==> config.mk <==
export PLATFORM = sky130hd
export DESIGN_NAME = adc_rx_top
export DESIGN_NICKNAME = d
export VERILOG_FILES = /design/src/source/adc_regs_pkg.sv /design/src/source/adc_types_pkg.sv /design/src/source/adc_apb_regs.sv /design/src/source/adc_deserializer.sv /design/src/source/adc_record_ctrl.sv /design/src/source/adc_rx_top.sv /design/src/source/adc_sample_fifo.sv
export SDC_FILE = /design/constraint.sdc
export NUM_CORES = 1
export LEC_CHECK = 0
export ABC_AREA = 1
export BUFFER_PORTS_ARGS = -buffer_cell sky130_fd_sc_hd__buf_2
export CORE_MARGIN = 4
export CORE_UTILIZATION = 40
export CTS_BUF_LIST = sky130_fd_sc_hd__clkbuf_8
export DETAILED_ROUTE_END_ITERATION = 10
export GPL_ROUTABILITY_DRIVEN = 0
export SLEW_MARGIN = 20
export SYNTH_ARGS = -nofsm -noshare
export SYNTH_HDL_FRONTEND = slang
export SYNTH_SLANG_ARGS = --single-unit
==> constraint.sdc <==
create_clock -name ADC_CLK -period 4.2 [get_ports ADC_CLK]
set_input_delay 0.84 -clock ADC_CLK [delete_from_list [all_inputs] [get_ports ADC_CLK]]
set_output_delay 0.84 -clock ADC_CLK [all_outputs]
set_load 0.03 [all_outputs]
==> src/source/adc_regs_pkg.sv <==
package adc_regs_pkg;

    typedef logic [3:0]  apb_addr_t;
    typedef logic [31:0] apb_data_t;

    // zero wait state APB, no pready and no pslverr
    typedef struct packed {
        logic      psel;
        logic      penable;
        logic      pwrite;
        apb_addr_t paddr;
        apb_data_t pwdata;
    } apb_req_t;

    // register map
    localparam apb_addr_t ctrl_addr   = 4'h0;
    localparam apb_addr_t count_addr  = 4'h4;
    localparam apb_addr_t status_addr = 4'h8;
    localparam apb_addr_t data_addr   = 4'hC; // read pops one word

    // ctrl write bits, both self clearing
    localparam int soft_rst_bit = 0;
    localparam int start_bit    = 1;

    // status read bits
    localparam int busy_bit     = 0;
    localparam int empty_bit    = 1;
    localparam int full_bit     = 2;
    localparam int overflow_bit = 3;

endpackage

==> src/source/adc_types_pkg.sv <==
package adc_types_pkg;

    // one conversion from the lane
    typedef logic [13:0] sample_t;

    // samples to keep after start, zero keeps everything
    typedef logic [23:0] rec_count_t;

    // word as it sits in the fifo and goes out on the bus
    typedef struct packed {
        logic       reserved;
        logic       sync;     // adc_sync level of the frame
        logic [15:0] pad;
        sample_t    sample;
    } record_word_t;

    typedef enum logic {
        idle,
        recording
    } rec_state_t;

endpackage

==> src/source/adc_apb_regs.sv <==
`timescale 1ns/1ps

module adc_apb_regs (
    input  logic                        ADC_CLK,
    input  logic                        RST,
    input  adc_regs_pkg::apb_req_t      apb,
    output adc_regs_pkg::apb_data_t     prdata,
    output logic                        soft_rst,
    output logic                        start,
    output adc_types_pkg::rec_count_t   rec_count,
    input  logic                        busy,
    input  logic                        empty,
    input  logic                        full,
    input  logic                        overflow,
    input  adc_types_pkg::record_word_t head,
    output logic                        pop
);

    localparam int count_bits = $bits(adc_types_pkg::rec_count_t);

    logic                    access;
    logic                    wr_access;
    logic                    rd_access;
    logic                    ctrl_wr;
    adc_regs_pkg::apb_data_t status_word;

    assign access    = apb.psel && apb.penable;
    assign wr_access = access && apb.pwrite;
    assign rd_access = access && !apb.pwrite;
    assign ctrl_wr   = wr_access && (apb.paddr == adc_regs_pkg::ctrl_addr);

    always_ff @(posedge ADC_CLK) begin
        if (RST) begin
            rec_count <= adc_types_pkg::rec_count_t'(1);
            soft_rst  <= 1'b0;
            start     <= 1'b0;
        end else begin
            // one cycle pulses
            soft_rst <= ctrl_wr && apb.pwdata[adc_regs_pkg::soft_rst_bit];
            start    <= ctrl_wr && apb.pwdata[adc_regs_pkg::start_bit];
            if (wr_access && (apb.paddr == adc_regs_pkg::count_addr)) begin
                rec_count <= apb.pwdata[count_bits-1:0];
            end
        end
    end

    always_comb begin
        status_word = '0;
        status_word[adc_regs_pkg::busy_bit]     = busy;
        status_word[adc_regs_pkg::empty_bit]    = empty;
        status_word[adc_regs_pkg::full_bit]     = full;
        status_word[adc_regs_pkg::overflow_bit] = overflow;
    end

    always_comb begin
        prdata = '0;
        if (rd_access) begin
            case (apb.paddr)
                adc_regs_pkg::ctrl_addr:   prdata = '0; // pulses only
                adc_regs_pkg::count_addr:  prdata = 32'(rec_count);
                adc_regs_pkg::status_addr: prdata = status_word;
                adc_regs_pkg::data_addr: begin
                    if (!empty) begin
                        prdata = head;
                    end
                end
                default:                   prdata = '0;
            endcase
        end
    end

    // fifo advances on the edge that ends the access phase
    assign pop = rd_access && (apb.paddr == adc_regs_pkg::data_addr) && !empty;

endmodule

==> src/source/adc_deserializer.sv <==
`timescale 1ns/1ps

module adc_deserializer (
    input  logic                   ADC_CLK,
    input  logic                   RST,
    input  logic                   adc_in,
    input  logic                   adc_fco,
    output adc_types_pkg::sample_t sample,
    output logic                   sample_valid
);

    localparam int unsigned num_bits = $bits(adc_types_pkg::sample_t);
    localparam logic [3:0]  last_bit = 4'(num_bits - 1);
    localparam logic [3:0]  cnt_idle = 4'(num_bits); // parked, no frame seen

    logic                   lane_q;
    logic [1:0]             fco_sync;
    logic                   fco_rise;
    logic [3:0]             bit_cnt;
    adc_types_pkg::sample_t shreg;

    // lane and fco both see one register before use
    always_ff @(posedge ADC_CLK) begin
        lane_q <= adc_in;
        shreg  <= {shreg[num_bits-2:0], lane_q}; // msb arrives first
    end

    always_ff @(posedge ADC_CLK) begin
        if (RST) begin
            fco_sync <= '0;
        end else begin
            fco_sync <= {fco_sync[0], adc_fco};
        end
    end

    assign fco_rise = fco_sync[0] & ~fco_sync[1];

    always_ff @(posedge ADC_CLK) begin
        if (RST) begin
            bit_cnt      <= cnt_idle;
            sample_valid <= 1'b0;
        end else begin
            sample_valid <= (bit_cnt == last_bit);
            if (fco_rise) begin
                bit_cnt <= '0;
            end else if (bit_cnt != cnt_idle) begin
                bit_cnt <= bit_cnt + 4'd1;
            end
        end
    end

    // shreg holds the full frame while the counter sits on the last bit
    always_ff @(posedge ADC_CLK) begin
        if (bit_cnt == last_bit) begin
            sample <= shreg;
        end
    end

endmodule

==> src/source/adc_record_ctrl.sv <==
`timescale 1ns/1ps

module adc_record_ctrl (
    input  logic                        ADC_CLK,
    input  logic                        RST,
    input  logic                        soft_rst,
    input  logic                        start,
    input  adc_types_pkg::rec_count_t   rec_count,
    input  adc_types_pkg::sample_t      sample,
    input  logic                        sample_valid,
    input  logic                        adc_sync,
    output adc_types_pkg::record_word_t rec_word,
    output logic                        rec_write,
    output logic                        busy
);

    // lane reg, shift reg and sample reg in the deserializer
    localparam int sync_delay = 3;

    logic [sync_delay-1:0]     sync_pipe;
    adc_types_pkg::rec_state_t state;
    adc_types_pkg::rec_count_t kept;
    logic                      last_word;

    // lines the sync level up with the frame that produced the sample
    always_ff @(posedge ADC_CLK) begin
        sync_pipe <= {sync_pipe[sync_delay-2:0], adc_sync};
    end

    assign busy      = (state == adc_types_pkg::recording);
    assign rec_write = busy && sample_valid;
    assign last_word = (rec_count != '0) && ((kept + 24'd1) == rec_count);

    always_ff @(posedge ADC_CLK) begin
        if (RST || soft_rst) begin
            state <= adc_types_pkg::idle;
            kept  <= '0;
        end else if (start) begin
            state <= adc_types_pkg::recording;
            kept  <= '0;
        end else if (rec_write) begin
            kept <= kept + 24'd1; // wraps harmlessly in continuous mode
            if (last_word) begin
                state <= adc_types_pkg::idle;
            end
        end
    end

    always_comb begin
        rec_word.reserved = 1'b0;
        rec_word.sync     = sync_pipe[sync_delay-1];
        rec_word.pad      = '0;
        rec_word.sample   = sample;
    end

endmodule

==> src/source/adc_rx_top.sv <==
`timescale 1ns/1ps

module adc_rx_top #(
    parameter int FIFO_DEPTH_LOG2 = 4
) (
    input  logic                    ADC_CLK,
    input  logic                    RST,
    input  logic                    adc_in,
    input  logic                    adc_fco,
    input  logic                    adc_sync,
    input  adc_regs_pkg::apb_req_t  apb,
    output adc_regs_pkg::apb_data_t prdata
);

    adc_types_pkg::sample_t      sample;
    logic                        sample_valid;
    adc_types_pkg::record_word_t rec_word;
    logic                        rec_write;
    logic                        busy;
    logic                        soft_rst;
    logic                        start;
    adc_types_pkg::rec_count_t   rec_count;
    logic                        pop;
    adc_types_pkg::record_word_t head;
    logic                        empty;
    logic                        full;
    logic                        overflow;

    adc_deserializer deser0 (
        .ADC_CLK      (ADC_CLK),
        .RST          (RST),
        .adc_in       (adc_in),
        .adc_fco      (adc_fco),
        .sample       (sample),
        .sample_valid (sample_valid)
    );

    adc_record_ctrl rec0 (
        .ADC_CLK      (ADC_CLK),
        .RST          (RST),
        .soft_rst     (soft_rst),
        .start        (start),
        .rec_count    (rec_count),
        .sample       (sample),
        .sample_valid (sample_valid),
        .adc_sync     (adc_sync),
        .rec_word     (rec_word),
        .rec_write    (rec_write),
        .busy         (busy)
    );

    adc_sample_fifo #(
        .FIFO_DEPTH_LOG2 (FIFO_DEPTH_LOG2)
    ) fifo0 (
        .ADC_CLK   (ADC_CLK),
        .RST       (RST),
        .soft_rst  (soft_rst),
        .rec_write (rec_write),
        .rec_word  (rec_word),
        .pop       (pop),
        .head      (head),
        .empty     (empty),
        .full      (full),
        .overflow  (overflow)
    );

    adc_apb_regs regs0 (
        .ADC_CLK   (ADC_CLK),
        .RST       (RST),
        .apb       (apb),
        .prdata    (prdata),
        .soft_rst  (soft_rst),
        .start     (start),
        .rec_count (rec_count),
        .busy      (busy),
        .empty     (empty),
        .full      (full),
        .overflow  (overflow),
        .head      (head),
        .pop       (pop)
    );

endmodule

==> src/source/adc_sample_fifo.sv <==
`timescale 1ns/1ps

module adc_sample_fifo #(
    parameter int FIFO_DEPTH_LOG2 = 4
) (
    input  logic                        ADC_CLK,
    input  logic                        RST,
    input  logic                        soft_rst,
    input  logic                        rec_write,
    input  adc_types_pkg::record_word_t rec_word,
    input  logic                        pop,
    output adc_types_pkg::record_word_t head,
    output logic                        empty,
    output logic                        full,
    output logic                        overflow
);

    localparam int depth = 1 << FIFO_DEPTH_LOG2;

    // extra msb tells full from empty
    typedef logic [FIFO_DEPTH_LOG2:0] ptr_t;

    adc_types_pkg::record_word_t mem [depth];
    ptr_t                        wr_ptr;
    ptr_t                        rd_ptr;
    logic                        do_write;
    logic                        do_pop;

    assign empty = (wr_ptr == rd_ptr);
    assign full  = (wr_ptr[FIFO_DEPTH_LOG2] != rd_ptr[FIFO_DEPTH_LOG2]) &&
                   (wr_ptr[FIFO_DEPTH_LOG2-1:0] == rd_ptr[FIFO_DEPTH_LOG2-1:0]);

    assign do_write = rec_write && !full;
    assign do_pop   = pop && !empty;

    assign head = mem[rd_ptr[FIFO_DEPTH_LOG2-1:0]]; // show-ahead

    always_ff @(posedge ADC_CLK) begin
        if (do_write) begin
            mem[wr_ptr[FIFO_DEPTH_LOG2-1:0]] <= rec_word;
        end
    end

    always_ff @(posedge ADC_CLK) begin
        if (RST || soft_rst) begin
            wr_ptr   <= '0;
            rd_ptr   <= '0;
            overflow <= 1'b0;
        end else begin
            if (do_write) begin
                wr_ptr <= wr_ptr + 1'b1;
            end
            if (do_pop) begin
                rd_ptr <= rd_ptr + 1'b1;
            end
            if (rec_write && full) begin
                overflow <= 1'b1; // sticky, word is lost
            end
        end
    end

endmodule

==> results.json <==
{
  "drt_wl_total_um": 38260,
  "synth_area_leader_cell": "edfxtp_1",
  "fin_area_um2": 16640,
  "post_cts_buffers": 0,
  "drive_above_1_share_pct": 14.16,
  "fill_cells": 3304,
  "vias": 10727,
  "r2r-end": "fifo0.mem[2][5]$_DFFE_PP_",
  "period_share_pct": 92.36,
  "antenna_found_initial": 0,
  "drt-initial-drc-count": 920,
  "final_cell_mix": "edfxtp_1 (254), nor2_1 (217), o21ai_0 (195), nand2_1 (185), inv_1 (120)",
  "p_leak_nw": 6.101,
  "p_per_area_nw_per_um2": 415.0,
  "rsz0062_at_grt": "no",
  "place_area_um2": 15400,
  "critPathArrivalTime_ns": 3.04,
  "finalWorstPathRequiredPeriod_ns": 3.879,
  "ctsResizeCount": 0,
  "crit_type": "flip-flop to output pin",
  "ys_types": 35,
  "finalWorstSetupSlack_ns": 0.3208,
  "drc_errors": 0,
  "reg2reg_from": "rec0.busy$_SDFFE_PP0P_",
  "worst_pin_slew_ns": 1.018,
  "design.portCount": 76,
  "crit_end": "prdata[4]",
  "overflow": 0,
  "clk_latency_ns": 0.65,
  "hold_viol_final": 0,
  "clkSinkCount": 345,
  "max-vdd-ir-drop_uv": 275.0,
  "tritoncts": "built",
  "grt_usage_pct": 19.30,
  "drtPass1Iterations": 5,
  "die_area_um2": 39190,
  "grt_pass1_wl_um": 58260,
  "crit_required_ns": 3.36,
  "syn_inst": 1414,
  "fmax_mhz": 257.8,
  "syn_area_um2": 14440,
  "synthTopCellsByArea": "edfxtp_1 (53%), dfxtp_1 (13%), o21ai_0 (6.8%)",
  "fin_setup_tns_ns": 0,
  "portBuffers": 60,
  "dp_hpwl_um": 23600,
  "worstHoldPathType": "input port to flip-flop",
  "drv_cap": 0,
  "r2r_cells": 7,
  "die_w_um": 198.0,
  "outcome": "completed",
  "cp-start-kind": "flip-flop",
  "endpoint_kind": "output pin",
  "start_util_pct": 40.58,
  "yosys_warnings": 0,
  "grt_pass1_vias": 10259,
  "r2r_slack_ns": 1.22,
  "syn2layout_area_growth_pct": 15.26,
  "grt_max_degree": 57,
  "slew_headroom_pct": 32.09,
  "place_ws_ns": 0.7715,
  "antenna_cells": 0,
  "cts_hold_buf": 0,
  "htree_levels": 2,
  "synth.avg_cell_area_um2": 10.21,
  "clk_pin_slew_ns": 0.06,
  "yosys.area.top_type_share_pct": 52.84,
  "via_per_inst": 5.305,
  "slew_violations": 0,
  "finalSetupViolations": 0,
  "cp_max_fo": 32,
  "yosysSeqAreaShare_pct": 65.46,
  "ys_ff_latch": 345,
  "final_common_cell": "edfxtp_1",
  "cts.path.max_buffers": 3,
  "final_antenna_net_count": 0,
  "post_drt_wl_per_cell_um": 18.92,
  "cts_root_buf": "clkbuf_8",
  "cts_buffers": 58,
  "nets": 1563,
  "coreArea_um2": 35570,
  "rows": 69,
  "skew_ns": 0.02556,
  "die_h_um": 198.0
}
[Yosys cell counts (all sizes together)]
master,instances
a22oi,4
xor2,5
and2,1
edfxtp,254
o221ai,21
nand2,191
nor2,235
o21bai,2
o22ai,48
conb,1
a211oi,1
o211ai,11
a31oi,2
clkbuf,46
buf,23
dfxtp,91
o21ai,198
inv,110
nand3,72
clkinv,2
xnor2,1
nand3b,5
ha,6
a21oi,61
nand4,8
nor3,15
[power breakdown]
group | switching [W] | total, W | internal (W)
logic | 0.0000605 | 0.0000890 | 0.0000286
clock network | 0.00140 | 0.00315 | 0.00175
registers | 0.0000207 | 0.00367 | 0.00365
[critical path, cell delays in order, from the launching register on]
cell     delay (ns)
dfxtp_4        0.35
inv_2          0.29
buf_4          0.41
o21ai_0        0.14
o22ai_1        0.12
o21ai_0        0.09
o22ai_1        0.35
nand2_1        0.12
a21oi_1        0.27
buf_2          0.26
[cell families (layout without fill, tap and decap cells)]
kind of cell             count (synthesis)  in the layout  share of synthesized area, %
AO/OA/AOI/OAI                          348            348                         13.38
AND/OR/NAND/NOR                        527            527                         15.25
buffers and inverters                  181            322                         5.001
XOR/XNOR                                 6              6                        0.3640
other                                    1              7                       0.02598
adder cells (fa/ha/maj)                  6              6                        0.5201
flip-flops                             345            345                         65.46
[metrics by stage]
step	power [W]	hold WS [ns]	instances	util [%]
after floorplan	0.003789	0.3096	1420	-
after global placement	0.003827	0.3127	1914	43.28
after detailed placement	0.003828	0.3143	1914	43.28
after CTS	0.006974	0.2510	2022	46.76
after global routing	0.007156	0.2606	2022	46.78
final	0.006904	0.2975	2022	46.78
[registers in the layout (all words and copies together) (netlist names), 2 cells and up, named ones only]
signal           count
fifo0.mem          240
rec0.kept           24
regs0.rec_count     24
deser0.sample       14
deser0.shreg        14
fifo0.rd_ptr         5
fifo0.wr_ptr         5
deser0.bit_cnt       4
rec0.sync_pipe       3
deser0.fco_sync      2
[layer usage]
metal / global-route usage (%) / wire length (µm)
met5: 0 / 0
met4: 6.121 / 886
met1: 25.84 / 16470
met2: 31.64 / 18250
met3: 4.101 / 2650
[worst min-delay path by stage]
stage                                         start                         to  slack (ns)  cells after the start
after floorplan               deser0.lane_q$_DFF_P_    deser0.shreg[0]$_DFF_P_        0.31                      0
after global placement    rec0.sync_pipe[1]$_DFF_P_  rec0.sync_pipe[2]$_DFF_P_        0.31                      0
after detailed placement      deser0.lane_q$_DFF_P_    deser0.shreg[0]$_DFF_P_        0.31                      0
after CTS                                    adc_in      deser0.lane_q$_DFF_P_        0.25                      1
after global routing                         adc_in      deser0.lane_q$_DFF_P_        0.26                      1
final                                        adc_in      deser0.lane_q$_DFF_P_        0.30                      1
[layout make-up]
type / instances / area [µm²] / area share [%]
inverter: 112 / 420.4 / 2.527
timing repair buffer: 102 / 648.1 / 3.895
clock buffer: 65 / 894.6 / 5.377
clock inverter: 43 / 340.3 / 2.045
multi-input combinational: 894 / 4304 / 25.87
tap: 461 / 576.8 / 3.467
sequential: 345 / 9454 / 56.82
Power figures use the tool's default switching activity.
